$ cat config.mk
export PLATFORM = sky130hd
export DESIGN_NAME = photon_count_top
export DESIGN_NICKNAME = d
export VERILOG_FILES = /design/src/hdl/photon_count_pkg.sv /design/src/hdl/bcd_gate_counter.sv /design/src/hdl/photon_count_top.sv /design/src/hdl/pulse_front_end.sv /design/src/hdl/record_drain.sv
export VERILOG_INCLUDE_DIRS = /design/src /design/src/include
export SDC_FILE = /design/constraint.sdc
export NUM_CORES = 1
export LEC_CHECK = 0
export ABC_AREA = 1
export BUFFER_PORTS_ARGS = -buffer_cell sky130_fd_sc_hd__buf_2
export CELL_PAD_IN_SITES_DETAIL_PLACEMENT = 1
export CELL_PAD_IN_SITES_GLOBAL_PLACEMENT = 1
export CORE_MARGIN = 4
export CORE_UTILIZATION = 52
export DETAILED_ROUTE_END_ITERATION = 8
export GPL_TIMING_DRIVEN = 0
export PLACE_DENSITY_LB_ADDON = 0.1
export SLEW_MARGIN = 10
export SYNTH_ARGS = -nofsm -noshare
export SYNTH_HDL_FRONTEND = slang
export SYNTH_SLANG_ARGS = --single-unit
$ cat constraint.sdc
create_clock -name clk -period 5.89 [get_ports clk]
set_input_delay 0.2945 -clock clk [delete_from_list [all_inputs] [get_ports clk]]
set_output_delay 0.2945 -clock clk [all_outputs]
set_load 0.05 [all_outputs]
$ cat src/include/photon_count_settings.svh
`ifndef PHOTON_COUNT_SETTINGS_SVH
`define PHOTON_COUNT_SETTINGS_SVH

////////////////////////////////////////
// Channel and counter sizing
////////////////////////////////////////

// Photon inputs, one counter each
`define NUM_CHANNELS 4

// Default BCD digits per counter, 8 at most
`define BCD_DIGITS 8

////////////////////////////////////////
// Input conditioning
////////////////////////////////////////

// Flops in each input synchronizer
`define SYNC_STAGES 2

`endif

$ cat src/hdl/photon_count_pkg.sv
`include "photon_count_settings.svh"

package photon_count_pkg;

    ////////////////////////////////////////
    // Sizes derived from the settings
    ////////////////////////////////////////

    // Photon lines plus the mains sync line
    localparam int unsigned NUM_LINES = `NUM_CHANNELS + 1;

    // Widest count a record can carry
    localparam int unsigned MAX_DIGITS = 8;

    // Channel tag width, never below one bit
    localparam int unsigned CHAN_IDX_W =
        (`NUM_CHANNELS > 1) ? $clog2(`NUM_CHANNELS) : 1;

    ////////////////////////////////////////
    // Count and record types
    ////////////////////////////////////////

    // One decimal digit
    typedef logic [3:0] bcd_digit_t;

    // Top value of a digit, wrap point of the ripple
    localparam bcd_digit_t BCD_NINE = 4'd9;

    // Eight packed digits, digit 0 in bits 3:0
    // Digits above the counter size read as zero
    typedef logic [4*MAX_DIGITS-1:0] bcd_count_t;

    // Channel number attached to each output record
    typedef logic [CHAN_IDX_W-1:0] chan_idx_t;

endpackage

$ cat src/hdl/bcd_gate_counter.sv
`include "photon_count_settings.svh"

module bcd_gate_counter #(
    parameter int unsigned DIGITS = `BCD_DIGITS
) (
    input  logic                        clk,
    input  logic                        rst_n,
    input  logic                        photon_strobe,
    input  logic                        gate_tick,
    output logic                        rec_valid,
    input  logic                        rec_ready,
    output photon_count_pkg::bcd_count_t rec_count,
    output logic                        rec_overflow,
    output logic                        rec_dropped
);
    import photon_count_pkg::*;

    // Running digits, digit 0 is the units
    bcd_digit_t digit_q [DIGITS];

    // Digits after one increment
    bcd_digit_t digit_inc [DIGITS];

    // Ripple carry, carry[0] is the increment itself
    logic [DIGITS:0] carry;

    // Every digit at nine, next strobe saturates
    logic all_nines;

    // Counter saturated during this gate
    logic overflow_q;

    // Digits packed into record layout
    bcd_count_t count_now;

    // Record handed to the drain on this edge
    logic rec_taken;

    ////////////////////////////////////////
    // Increment path
    ////////////////////////////////////////

    always_comb begin
        // Increment always offered, strobe decides in the flops
        carry[0]  = 1'b1;
        count_now = '0;
        for (int i = 0; i < DIGITS; i++) begin
            if (carry[i]) begin
                // Nine wraps to zero and carries up
                digit_inc[i] = (digit_q[i] == BCD_NINE) ? '0 : digit_q[i] + 1'b1;
            end else begin
                digit_inc[i] = digit_q[i];
            end
            carry[i+1]          = carry[i] & (digit_q[i] == BCD_NINE);
            count_now[4*i +: 4] = digit_q[i];
        end
    end

    // Carry out of the top digit means all nines
    assign all_nines = carry[DIGITS];

    ////////////////////////////////////////
    // Gated counter
    ////////////////////////////////////////

    always_ff @(posedge clk or negedge rst_n) begin
        if (!rst_n) begin
            for (int i = 0; i < DIGITS; i++) begin
                digit_q[i] <= '0;
            end
            overflow_q <= 1'b0;
        end else if (gate_tick) begin
            // New gate, a coincident strobe is its first count
            for (int i = 0; i < DIGITS; i++) begin
                digit_q[i] <= '0;
            end
            digit_q[0] <= bcd_digit_t'(photon_strobe);
            overflow_q <= 1'b0;
        end else if (photon_strobe) begin
            // Hold at all nines and flag it
            if (all_nines) begin
                overflow_q <= 1'b1;
            end else begin
                digit_q <= digit_inc;
            end
        end
    end

    ////////////////////////////////////////
    // Record register
    ////////////////////////////////////////

    assign rec_taken = rec_valid & rec_ready;

    always_ff @(posedge clk or negedge rst_n) begin
        if (!rst_n) begin
            rec_valid    <= 1'b0;
            rec_count    <= '0;
            rec_overflow <= 1'b0;
            rec_dropped  <= 1'b0;
        end else if (gate_tick) begin
            rec_valid    <= 1'b1;
            rec_count    <= count_now;
            rec_overflow <= overflow_q;
            // Old record still waiting and not taken now
            rec_dropped  <= rec_valid & ~rec_ready;
        end else if (rec_taken) begin
            rec_valid <= 1'b0;
        end
    end

endmodule

$ cat src/hdl/photon_count_top.sv
`include "photon_count_settings.svh"

module photon_count_top #(
    parameter int unsigned DIGITS = `BCD_DIGITS
) (
    input  logic                         clk,
    input  logic                         rst_n,
    input  logic                         en,
    input  logic [`NUM_CHANNELS-1:0]     photon_pulse,
    input  logic                         sync_in,
    output logic                         out_valid,
    input  logic                         out_ready,
    output photon_count_pkg::chan_idx_t  out_chan,
    output photon_count_pkg::bcd_count_t out_count,
    output logic                         out_overflow,
    output logic                         out_dropped
);
    import photon_count_pkg::*;

    // Conditioned strobes from the front end
    logic [`NUM_CHANNELS-1:0] photon_strobe;
    logic                     gate_tick;

    // Record links between counters and drain
    logic [`NUM_CHANNELS-1:0] rec_valid;
    logic [`NUM_CHANNELS-1:0] rec_ready;
    bcd_count_t               rec_count [`NUM_CHANNELS];
    logic [`NUM_CHANNELS-1:0] rec_overflow;
    logic [`NUM_CHANNELS-1:0] rec_dropped;

    ////////////////////////////////////////
    // Input synchronizers and edge strobes
    ////////////////////////////////////////

    pulse_front_end u_front_end (
        .clk           (clk),
        .rst_n         (rst_n),
        .en            (en),
        .photon_pulse  (photon_pulse),
        .sync_in       (sync_in),
        .photon_strobe (photon_strobe),
        .gate_tick     (gate_tick)
    );

    ////////////////////////////////////////
    // One gated counter per channel
    ////////////////////////////////////////

    for (genvar i = 0; i < `NUM_CHANNELS; i++) begin : g_chan
        // All channels share the gate tick
        bcd_gate_counter #(
            .DIGITS (DIGITS)
        ) u_counter (
            .clk           (clk),
            .rst_n         (rst_n),
            .photon_strobe (photon_strobe[i]),
            .gate_tick     (gate_tick),
            .rec_valid     (rec_valid[i]),
            .rec_ready     (rec_ready[i]),
            .rec_count     (rec_count[i]),
            .rec_overflow  (rec_overflow[i]),
            .rec_dropped   (rec_dropped[i])
        );
    end

    ////////////////////////////////////////
    // Merge records onto the output stream
    ////////////////////////////////////////

    record_drain u_drain (
        .clk          (clk),
        .rst_n        (rst_n),
        .rec_valid    (rec_valid),
        .rec_ready    (rec_ready),
        .rec_count    (rec_count),
        .rec_overflow (rec_overflow),
        .rec_dropped  (rec_dropped),
        .out_valid    (out_valid),
        .out_ready    (out_ready),
        .out_chan     (out_chan),
        .out_count    (out_count),
        .out_overflow (out_overflow),
        .out_dropped  (out_dropped)
    );

endmodule

$ cat src/hdl/pulse_front_end.sv
`include "photon_count_settings.svh"

module pulse_front_end (
    input  logic                     clk,
    input  logic                     rst_n,
    input  logic                     en,
    input  logic [`NUM_CHANNELS-1:0] photon_pulse,
    input  logic                     sync_in,
    output logic [`NUM_CHANNELS-1:0] photon_strobe,
    output logic                     gate_tick
);
    import photon_count_pkg::*;

    ////////////////////////////////////////
    // Input lines
    ////////////////////////////////////////

    // Photon lines below, mains sync on the top bit
    logic [NUM_LINES-1:0] raw_lines;

    // Synchronizer chain, stage 0 samples the pins
    logic [NUM_LINES-1:0] sync_ff [`SYNC_STAGES];

    // Synchronized level and its value one cycle back
    logic [NUM_LINES-1:0] level_q;
    logic [NUM_LINES-1:0] prev_q;

    // Registered one-cycle edge strobes
    logic [NUM_LINES-1:0] strobe_q;

    assign raw_lines = {sync_in, photon_pulse};

    ////////////////////////////////////////
    // Synchronize and detect rising edges
    ////////////////////////////////////////

    always_ff @(posedge clk or negedge rst_n) begin
        if (!rst_n) begin
            for (int s = 0; s < `SYNC_STAGES; s++) begin
                sync_ff[s] <= '0;
            end
            level_q  <= '0;
            prev_q   <= '0;
            strobe_q <= '0;
        end else begin
            // Metastability chain
            sync_ff[0] <= raw_lines;
            for (int s = 1; s < `SYNC_STAGES; s++) begin
                sync_ff[s] <= sync_ff[s-1];
            end

            // Level keeps tracking while disabled
            // So a line already high at enable gives no edge
            level_q <= sync_ff[`SYNC_STAGES-1];
            prev_q  <= level_q;

            // Rising edge, masked by enable
            strobe_q <= {NUM_LINES{en}} & level_q & ~prev_q;
        end
    end

    ////////////////////////////////////////
    // Split strobes back out
    ////////////////////////////////////////

    // One strobe per photon channel
    assign photon_strobe = strobe_q[`NUM_CHANNELS-1:0];

    // Gate boundary from the mains sync line
    assign gate_tick = strobe_q[`NUM_CHANNELS];

endmodule

$ cat src/hdl/record_drain.sv
`include "photon_count_settings.svh"

module record_drain (
    input  logic                         clk,
    input  logic                         rst_n,
    input  logic [`NUM_CHANNELS-1:0]     rec_valid,
    output logic [`NUM_CHANNELS-1:0]     rec_ready,
    input  photon_count_pkg::bcd_count_t rec_count [`NUM_CHANNELS],
    input  logic [`NUM_CHANNELS-1:0]     rec_overflow,
    input  logic [`NUM_CHANNELS-1:0]     rec_dropped,
    output logic                         out_valid,
    input  logic                         out_ready,
    output photon_count_pkg::chan_idx_t  out_chan,
    output photon_count_pkg::bcd_count_t out_count,
    output logic                         out_overflow,
    output logic                         out_dropped
);
    import photon_count_pkg::*;

    localparam int unsigned N = `NUM_CHANNELS;

    // First channel looked at in the next search
    chan_idx_t ptr_q;

    // Channel picked this cycle, valid with grant_any
    chan_idx_t grant_idx;
    logic      grant_any;

    // Pointer position after the granted channel
    chan_idx_t next_ptr;

    // Output register free or emptying on this edge
    logic load_ok;

    // One-hot ready back to the counters
    logic [N-1:0] grant_vec;

    assign load_ok = ~out_valid | out_ready;

    ////////////////////////////////////////
    // Round-robin search
    ////////////////////////////////////////

    always_comb begin
        int unsigned idx;
        grant_any = 1'b0;
        grant_idx = '0;
        grant_vec = '0;
        // Walk from the pointer and wrap once
        for (int unsigned k = 0; k < N; k++) begin
            idx = ptr_q + k;
            if (idx >= N) begin
                idx = idx - N;
            end
            if (!grant_any && rec_valid[idx]) begin
                grant_any = 1'b1;
                grant_idx = chan_idx_t'(idx);
            end
        end
        // No ready while the register is stuck
        if (grant_any && load_ok) begin
            grant_vec[grant_idx] = 1'b1;
        end
    end

    assign rec_ready = grant_vec;

    // Step past the grant, wrap at the last channel
    assign next_ptr = (grant_idx == chan_idx_t'(N - 1)) ? '0 : grant_idx + 1'b1;

    ////////////////////////////////////////
    // Output register
    ////////////////////////////////////////

    always_ff @(posedge clk or negedge rst_n) begin
        if (!rst_n) begin
            ptr_q        <= '0;
            out_valid    <= 1'b0;
            out_chan     <= '0;
            out_count    <= '0;
            out_overflow <= 1'b0;
            out_dropped  <= 1'b0;
        end else if (load_ok) begin
            if (grant_any) begin
                // Tag the record with its channel
                out_valid    <= 1'b1;
                out_chan     <= grant_idx;
                out_count    <= rec_count[grant_idx];
                out_overflow <= rec_overflow[grant_idx];
                out_dropped  <= rec_dropped[grant_idx];
                ptr_q        <= next_ptr;
            end else begin
                // Nothing waiting, drop valid after the transfer
                out_valid <= 1'b0;
            end
        end
    end

endmodule

==> out/metrics.csv, run 1 <==
metric;value;unit
CP arrival;3440;ps
WHS Path Cells;3;
Synth cell types;51;
area of the multi-input gates;7110;sq um
share of layout cells above drive strength 1;10.1;%
Post-Syn Area;16800;sq um
Iter 0 DRT Violations;893;
CTS tree;done;
register area;8410;sq um
outcome;finished clean;
r2r startpoint;u_front_end.strobe_q[4];
Hold EP;u_front_end.strobe_q[3];
CP Launch Type;register;
largest net degree at the start of global routing;101;
Antenna Cells;0;
Setup crit end kind;register;
Ports;46;
Total Wirelength;52300;um
clk sinks;336;
initial antenna violation count;0;
Fillers;3834;
Detail Route Antenna Nets;0;
Top delay family on crit path;buffers and inverters;
fmax;324;MHz
worst r2r path cells;5;
fin worst setup slack;2800;ps
Peak VDD IR;0.000340;V
Final Setup Violations;0;
clock skew;27.9;ps
total grt overflow;0;
cell count after synthesis;2020;
Layout area overhead;12.7;%
Row Count;65;
Setup CP Type;reg2reg;
area of the die;35300;sq um
setup TNS;0;ps
Die X;188;um
data required time of the critical path;6240;ps
Routed wire per std cell;20.6;um
Max clock buf depth;3;
vias in the first global route;15600;
fin util;59.8;%
final hold vios;0;
CP most frequent cell;clkbuf_1;
min-delay src;en;
Clk pin slew, worst setup/hold paths;60;ps
Post-DP Area;17700;sq um
Worst path max stage delay;930;ps
Num CTS Buffers;39;
Hold Crit Class;in2reg;
RSZ-0062 raised after global routing;false;
final cell count without fillers;2541;
Tcrit/Tclk final;52.5;%
port bufs;45;
worst-skew pair later-pin latency;550;ps
leak pwr;9.37;nW
Vias;14300;
crit path time final;3090;ps
maximum level of the CTS H-tree;2;
Avg Cell Area, Syn;8.34;sq um
Post-Place Worst Slack;2920;ps
Synth Net Count;2097;
DP Wirelength;37800;um
RR Endpoint;g_chan[1].u_counter.rec_dropped;
Register-to-Register Setup Slack;2800;ps
nets;2192;
final slew viol count;0;
Crit Path Max Fanout;10;
Residual DRC;0;
root buffer cell;clkbuf_16;
Slew @ Worst Pin;1170;ps
cell area after layout;19000;sq um
Starting Density;53.1;%
first-pass iteration count of the detailed router;5;
Warnings, synthesis;0;
pwr/cell area;513;nW/um^2
Final Wtd Congestion;0.870;
Cells after DPL;2470;
register area share after synthesis;49.9;%
critical path, cell by cell;inv_1 -> buf_2 -> clkbuf_1 -> clkbuf_1 -> o21ai_0;
Critical Path Slowest Stage Cell;clkbuf_1;
CP Buf/Inv Count;4;
Max-Cap Viols;0;
core area;31700;sq um
register bit total from synthesis;336;
first-pass GRT wire length;85600;um
max_slew headroom;22.2;%
GRT Total Usage;30.3;%
Worst path depth;5;
die height;188;um
vias per std cell;5.62;
==> power breakdown <==
group	switching [mW]	internal, mW
sequential	0.263	2.64
combinational	3.19	1.23
clock	0.976	1.45
total	4.42	5.32
==> cells in the mapped netlist, drive strengths merged <==
cell    number  area, sq um
a21oi       18         90.1
a31oi        1         6.26
and3         1         6.26
buf         34          216
clkbuf      34          128
dfrtp      336         8410
ha          68          851
inv        256          971
mux2         1         11.3
mux2i        1         10.0
nand2      603         2360
nand3      207         1160
nand3b       9         78.8
nand4       16          115
nor2        94          404
nor3        15         91.3
nor3b        6         45.0
nor4         3         33.8
o211ai       2         15.0
o21a         2         15.0
o21ai      227         1140
o22ai       13         81.3
o311ai       1         8.76
o31ai        6         45.0
o32ai        2         17.5
or2         17          109
xnor2       13          114
xor2        34          298
==> cell families after synthesis <==
kind of cell | after synthesis | share of synthesized area (%)
fa+ha+maj | 68 | 5.05
compound gates | 272 | 8.45
xor+xnor | 47 | 2.44
simple gates | 971 | 26.2
buf+inv | 324 | 7.81
flops | 336 | 49.9
mux | 2 | 0.126
==> per-layer routing <==
metal,routed length [um],GRT usage (%),vias to the layer above
met2,25100,50.6,333
met3,2500,4.30,103
met5,0,0,-
met1,22800,40.6,7220
li1,-,-,6618
met4,1890,10.7,0
==> placed cells by master, fill, tap and decap left out, types with 4 or more instances in the layout <==
| cell type | Yosys | layout |
|---|---|---|
| a21oi_1 | 18 | 18 |
| buf_1 | 6 | 6 |
| buf_2 | 19 | 63 |
| buf_4 | 4 | 4 |
| clkbuf_1 | 34 | 40 |
| clkbuf_16 | 0 | 39 |
| clkbuf_8 | 0 | 8 |
| clkinv_2 | 0 | 5 |
| dfrtp_1 | 336 | 336 |
| dlygate4sd3_1 | 0 | 6 |
| ha_1 | 68 | 68 |
| inv_1 | 249 | 249 |
| inv_2 | 4 | 4 |
| inv_6 | 1 | 5 |
| nand2_1 | 582 | 582 |
| nand2_2 | 12 | 12 |
| nand2_4 | 9 | 9 |
| nand3_1 | 183 | 183 |
| nand3_2 | 23 | 23 |
| nand3b_1 | 6 | 6 |
| nand4_1 | 15 | 15 |
| nor2_1 | 90 | 90 |
| nor3_1 | 13 | 13 |
| nor3b_1 | 6 | 6 |
| o21ai_0 | 219 | 219 |
| o21ai_1 | 6 | 6 |
| o22ai_1 | 13 | 13 |
| o31ai_1 | 6 | 6 |
| or2_2 | 15 | 15 |
| xnor2_1 | 13 | 13 |
| xor2_1 | 34 | 34 |
==> stage by stage <==
stage	hold WS (ps)	power (mW)
4_1_cts	53.3	9.75
6_report	64.2	9.74
3_5_place_dp	225	7.27
3_3_place_gp	332	7.08
5_1_grt	74.6	10.3
2_1_floorplan	-1.09	5.83
==> registers in the layout, summed over array words and instances, names as in the netlist <==
name	cells
g_chan.u_counter.count_now	128
g_chan.u_counter.overflow_q	4
g_chan.u_counter.rec_count	128
g_chan.u_counter.rec_dropped	4
g_chan.u_counter.rec_overflow	4
g_chan.u_counter.rec_valid	4
u_drain.out_chan	2
u_drain.out_count	32
u_drain.out_dropped	1
u_drain.out_overflow	1
u_drain.out_valid	1
u_drain.ptr_q	2
u_front_end.level_q	5
u_front_end.prev_q	5
u_front_end.strobe_q	5
u_front_end.sync_ff	10
==> tightest hold or removal path, stage by stage <==
cell	delay, ps
buf_2	150
nand2_1	80
nor2_1	40
==> how the worst max path moves through the flow <==
stage                                        from                         endpoint  slack (ps)
after global routing      u_front_end.strobe_q[4]  g_chan[3].u_counter.rec_dropped        2730
after CTS                 u_front_end.strobe_q[4]  g_chan[1].u_counter.rec_dropped        2890
after detailed placement  u_front_end.strobe_q[4]  g_chan[3].u_counter.rec_dropped        2920
after floorplan                  u_drain.ptr_q[0]                 u_drain.ptr_q[1]        3940
final                     u_front_end.strobe_q[4]  g_chan[1].u_counter.rec_dropped        2800
after global placement                      rst_n           u_front_end.sync_ff[9]       -2080
==> repair_timing <==
action | in CTS | in global routing
hold endpoints to repair | 55 | 0
hold buffers | 6 | 0
buffers inserted | 0 | 0
gates resized for setup | 0 | 0
==> area by class of cell <==
type                            instances  area share (%)
Tap cell                              402            2.65
Buffer                                 68            1.81
Sequential cell                       336            44.3
Clock inverter                         12           0.791
Clock buffer                           53            5.84
Multi-Input combinational cell       1360            37.5
Inverter                              256            5.12
Timing Repair Buffer                   54            1.99
Power figures use the tool's default switching activity.
==> run 2, diff against run 1 <==
--- a/config.mk
+++ b/config.mk
@@ -11,7 +11,7 @@
 export CELL_PAD_IN_SITES_DETAIL_PLACEMENT = 1
 export CELL_PAD_IN_SITES_GLOBAL_PLACEMENT = 1
 export CORE_MARGIN = 4
-export CORE_UTILIZATION = 52
+export CORE_UTILIZATION = 48
 export DETAILED_ROUTE_END_ITERATION = 8
 export GPL_TIMING_DRIVEN = 0
 export PLACE_DENSITY_LB_ADDON = 0.1
==> constraint.sdc (replaced) <==
create_clock -name clk -period 2.9 [get_ports clk]
set_input_delay 0.145 -clock clk [delete_from_list [all_inputs] [get_ports clk]]
set_output_delay 0.145 -clock clk [all_outputs]
set_load 0.05 [all_outputs]
==> out/metrics.csv, run 2 (synthesis gave the netlist of run 1 again) <==
metric;value;unit;change
outcome;finished clean;;
DP Wirelength;37900;um;+0.31%
fmax;358;MHz;+11%
final hold vios;0;;unchanged
Hold Crit Class;in2async;;
CP arrival;3240;ps;-200 ps
Total Wirelength;52400;um;+0.11%
nets;2194;;+0.091%
Peak VDD IR;0.000855;V;+150%
commonest non-fill, non-tap cell in the layout;nand2_1;;
Row Count;68;;+4.6%
Vias;14200;;-0.34%
Clk pin slew, worst setup/hold paths;60;ps;about the same
Residual DRC;0;;unchanged
Register-to-Register Setup Slack;100;ps;-2700 ps
max_slew headroom;35.6;%;+13 points
setup TNS;0;ps;unchanged
Starting Density;48.7;%;-4.3 points
Final Setup Violations;0;;unchanged
Fillers;4185;;+9.2%
Routed wire per std cell;20.2;um;-2.1%
Detail Route Antenna Nets;0;;unchanged
initial antenna violation count;1;;+1
Worst path max stage delay;510;ps;-420 ps
worst-skew pair later-pin latency;540;ps;about the same
clk sinks;336;;unchanged
critical path, cell by cell;buf_2 -> buf_2 -> clkbuf_2 -> buf_1 -> nand2_1 -> o21ai_0;;
area of the die;38100;sq um;+8.0%
GRT Total Usage;27.6;%;-2.6 points
Slew @ Worst Pin;966;ps;-201 ps
Post-CTS Setup Inserts;0;;unchanged
largest net degree at the start of global routing;105;;+4.0%
die height;195;um;+3.9%
first-pass iteration count of the detailed router;7;;+2
Setup CP Type;reg2reg;;
share of layout cells above drive strength 1;10.4;%;+0.26 points
pwr/cell area;1040;nW/um^2;+100%
Max clock buf depth;3;;unchanged
Cells after DPL;2523;;+2.1%
clock skew;13.3;ps;-14.6 ps
data required time of the critical path;3340;ps;-2900 ps
Die X;195;um;+3.9%
Post-Place Worst Slack;-178;ps;-3100 ps
area of the multi-input gates;7110;sq um;unchanged
RSZ-0062 raised after global routing;false;;
Max-Cap Viols;0;;unchanged
maximum level of the CTS H-tree;2;;unchanged
final slew viol count;0;;unchanged
vias in the first global route;15200;;-2.7%
port bufs;45;;unchanged
Antenna Cells;0;;unchanged
Ports;46;;unchanged
Setup crit end kind;register;;
Iter 0 DRT Violations;805;;-9.9%
Layout area overhead;13.4;%;
leak pwr;9.40;nW;+0.38%
root buffer cell;clkbuf_16;;
fin worst setup slack;104;ps;-2700 ps
first-pass GRT wire length;84100;um;-1.8%
Critical Path Slowest Stage Cell;buf_2;;
vias per std cell;5.48;;-2.5%
core area;34500;sq um;+8.9%
final cell count without fillers;2598;;+2.2%
Final Wtd Congestion;0.874;;+0.51%
total grt overflow;0;;unchanged
CP most frequent cell;buf_2;;
crit path time final;2800;ps;-294 ps
commonest non-fill, non-tap cells in the layout;nand2_1 (582), dfrtp_1 (336), inv_1 (249), o21ai_0 (219), nand3_1 (183);;
CTS tree;done;;
Crit Path Max Fanout;10;;unchanged
CP Launch Type;register;;
Hold WS;169;ps;+105 ps
Tcrit/Tclk final;96.4;%;+44 points
register area;8410;sq um;unchanged
Num CTS Buffers;39;;unchanged
Total Power;19.8;mW;+100%
run 2: area by class of cell:
class	count	share of cell area [%]
Buffer	68	1.84
Clock buffer	58	6.18
Clock inverter	9	0.498
Inverter	256	5.09
Multi-Input combinational cell	1360	37.3
Sequential cell	336	44.1
Tap cell	455	2.98
Timing Repair Buffer	56	2.08
run 2: worst paths after layout:
check                                        startpoint                                end  cells after the start
worst min register to register   u_front_end.sync_ff[4]             u_front_end.level_q[4]                      0
worst max register to register  u_front_end.strobe_q[4]   g_chan[1].u_counter.rec_count[2]                      6
max in group asynchronous                         rst_n             u_front_end.sync_ff[4]                      4
min in group clk                        photon_pulse[2]             u_front_end.sync_ff[7]                      2
worst min-delay path                              rst_n  g_chan[2].u_counter.count_now[10]                      2
worst max-delay path            u_front_end.strobe_q[4]   g_chan[1].u_counter.rec_count[2]                      6
run 2: metal layers:
layer / up-vias / GRT usage [%] / routed length (um)
met5: - / 0 / 0
met4: 0 / 7.91 / 1530
met3: 85 / 3.69 / 2280
met2: 287 / 46.5 / 25300
met1: 7224 / 37.9 / 23300
li1: 6630 / - / -
run 2: repair_timing:
action                     in CTS  in global routing
resized for setup               4                  3
hold buffers                    8                  0
hold endpoints to repair       87                  0
setup endpoints to repair      20                 15
run 2: worst max-delay path: cells and delay by family, from the launching register on:
| family | cells | cell delay [ps] |
|---|---|---|
| flip-flops | 1 | 450 |
| AND/OR/NAND/NOR | 1 | 240 |
| buffers and inverters | 4 | 1850 |
| AO/OA/AOI/OAI | 1 | 140 |
run 2: per-stage QoR:
| step | cell area, sq um | util [%] |
|---|---|---|
| finish | 19100 | 55.3 |
| global placement | 17600 | 51.0 |
| detailed placement | 17700 | 51.3 |
| floorplan | 16800 | - |
| global route | 19100 | 55.3 |
| CTS | 19100 | 55.2 |
run 2: where the power goes:
part	internal, mW	switching [mW]	total [mW]	leakage (nW)
Clock	2.98	1.97	4.95	0.635
Combinational	2.49	6.43	8.93	4.26
Sequential	5.37	0.543	5.91	4.51
==> run 3, diff against run 2 <==
--- a/config.mk
+++ b/config.mk
@@ -11,7 +11,7 @@
 export CELL_PAD_IN_SITES_DETAIL_PLACEMENT = 1
 export CELL_PAD_IN_SITES_GLOBAL_PLACEMENT = 1
 export CORE_MARGIN = 4
-export CORE_UTILIZATION = 48
+export CORE_UTILIZATION = 40
 export DETAILED_ROUTE_END_ITERATION = 8
 export GPL_TIMING_DRIVEN = 0
 export PLACE_DENSITY_LB_ADDON = 0.1
==> out/metrics.csv, run 3 (synthesis gave the netlist of run 1 again) <==
metric;value;unit;change
Max-Cap Viols;0;;unchanged
CTS tree;done;;
commonest non-fill, non-tap cell in the layout;nand2_1;;
Register-to-Register Setup Slack;140;ps;+30 ps
fmax;362;MHz;+1.1%
clock skew;18.9;ps;+5.59 ps
leak pwr;9.46;nW;+0.57%
nets;2196;;+0.091%
RSZ-0062 raised after global routing;false;;
initial antenna violation count;0;;-1
share of layout cells above drive strength 1;10.9;%;+0.54 points
worst-skew pair later-pin latency;560;ps;+20 ps
total grt overflow;0;;unchanged
Antenna Cells;0;;unchanged
Final Setup Violations;0;;unchanged
vias per std cell;5.20;;-5.0%
Layout area overhead;14.3;%;
Setup crit end kind;register;;
CP Buf/Inv Count;4;;unchanged
CP arrival;3230;ps;about the same
DP Wirelength;39000;um;+2.9%
Iter 0 DRT Violations;922;;+15%
Routed wire per std cell;19.7;um;-2.1%
port bufs;45;;unchanged
max_slew headroom;38.0;%;+2.4 points
first-pass iteration count of the detailed router;5;;-2
Post-DP Area;17800;sq um;+0.54%
vias in the first global route;14600;;-4.1%
Max clock buf depth;3;;unchanged
final hold vios;0;;unchanged
area of the die;45400;sq um;+19%
Detail Route Antenna Nets;0;;unchanged
Setup CP Type;reg2reg;;
Residual DRC;0;;unchanged
Critical Path Slowest Stage Cell;clkbuf_1;;
critical path, cell by cell;inv_1 -> buf_2 -> clkbuf_1 -> clkbuf_2 -> nand3_1 -> o21ai_0;;
Slew @ Worst Pin;930;ps;-35.8 ps
first-pass GRT wire length;84200;um;+0.11%
worst r2r path cells;6;;unchanged
outcome;finished clean;;
Ports;46;;unchanged
Row Count;74;;+8.8%
Hold Crit Class;in2async;;
Final Wtd Congestion;0.837;;-4.2%
pwr/cell area;1030;nW/um^2;-0.79%
r2r startpoint;u_front_end.strobe_q[4];;
commonest non-fill, non-tap cells in the layout;nand2_1 (581), dfrtp_1 (336), inv_1 (249), o21ai_0 (219), nand3_1 (183);;
Worst path depth;6;;unchanged
setup TNS;0;ps;unchanged
Tcrit/Tclk final;95.3;%;-1.1 points
Total Power;19.8;mW;about the same
largest net degree at the start of global routing;100;;-4.8%
Worst path max stage delay;600;ps;+90 ps
Die X;213;um;+9.2%
Vias;13900;;-2.1%
final slew viol count;0;;unchanged
root buffer cell;clkbuf_16;;
clk sinks;336;;unchanged
GRT Total Usage;23.9;%;-3.7 points
Clk pin slew, worst setup/hold paths;60;ps;about the same
Setup crit start;u_front_end.strobe_q[4];;
die height;213;um;+9.2%
Hold WS;163;ps;-5.46 ps
maximum level of the CTS H-tree;2;;unchanged
data required time of the critical path;3360;ps;+20 ps
Num CTS Buffers;41;;+5.1%
Starting Density;40.9;%;-7.9 points
crit path time final;2760;ps;-31.2 ps
core area;41200;sq um;+19%
Total Wirelength;52800;um;+0.89%
CP Launch Type;register;;
Top delay family on crit path;buffers and inverters;;
Crit Path Max Fanout;10;;unchanged
Peak VDD IR;0.000625;V;-27%
cell area after layout;19300;sq um;+0.87%
==> run 3: report_power, final <==
group | total, mW | internal [mW] | switching [mW]
logic | 8.72 | 2.49 | 6.23
clock network | 5.15 | 3.09 | 2.05
registers | 5.93 | 5.37 | 0.567
==> run 3: timing repair <==
action                                 4_1_cts  5_1_grt
hold buffers                                 8        0
resized for setup                            8       10
gates cloned                                 0        0
endpoints found under the hold margin       92        0
setup buffers                                0        1
setup endpoints to repair                  118       28
pin swaps                                    0        1
==> run 3: metal layers <==
layer | GRT usage (%) | vias up | routed length, um
met4 | 6.31 | 0 | 1060
met1 | 34.0 | 7033 | 25000
met5 | 0 | - | 0
li1 | - | 6633 | -
met3 | 3.50 | 55 | 2070
met2 | 38.7 | 213 | 24700
==> run 3: through the flow <==
stage / worst slack (ps) / cells / util [%]
floorplan: 954 / 2020 / -
global placement: -5220 / 2597 / 43.0
detailed placement: -296 / 2600 / 43.3
CTS: 22.2 / 2677 / 46.7
global route: 28.0 / 2678 / 46.7
finish: 135 / 2678 / 46.7
==> run 3: path summary, 6_finish.rpt <==
kind,endpoint
max in group asynchronous,u_front_end.prev_q[1]
min in group clk,u_front_end.sync_ff[5]
worst max-delay path,g_chan[0].u_counter.count_now[26]
worst max register to register,g_chan[0].u_counter.count_now[26]
worst min-delay path,g_chan[3].u_counter.count_now[11]
worst min register to register,u_front_end.level_q[1]
==> run 3: worst register-to-register path: stages (launching register included) <==
cell	delay, ps
dfrtp_1	470
inv_1	230
buf_2	440
clkbuf_1	610
clkbuf_2	600
nand3_1	150
o21ai_0	190
==> run 3: layout make-up <==
cell class | count | area (sq um)
buffer | 67 | 354
clock buffer | 55 | 1140
timing repair buffer | 57 | 405
multi-input combinational | 1360 | 7140
clock inverter | 15 | 175
inverter | 256 | 971
tap | 532 | 666
sequential | 336 | 8410
fill | 4939 | 21900
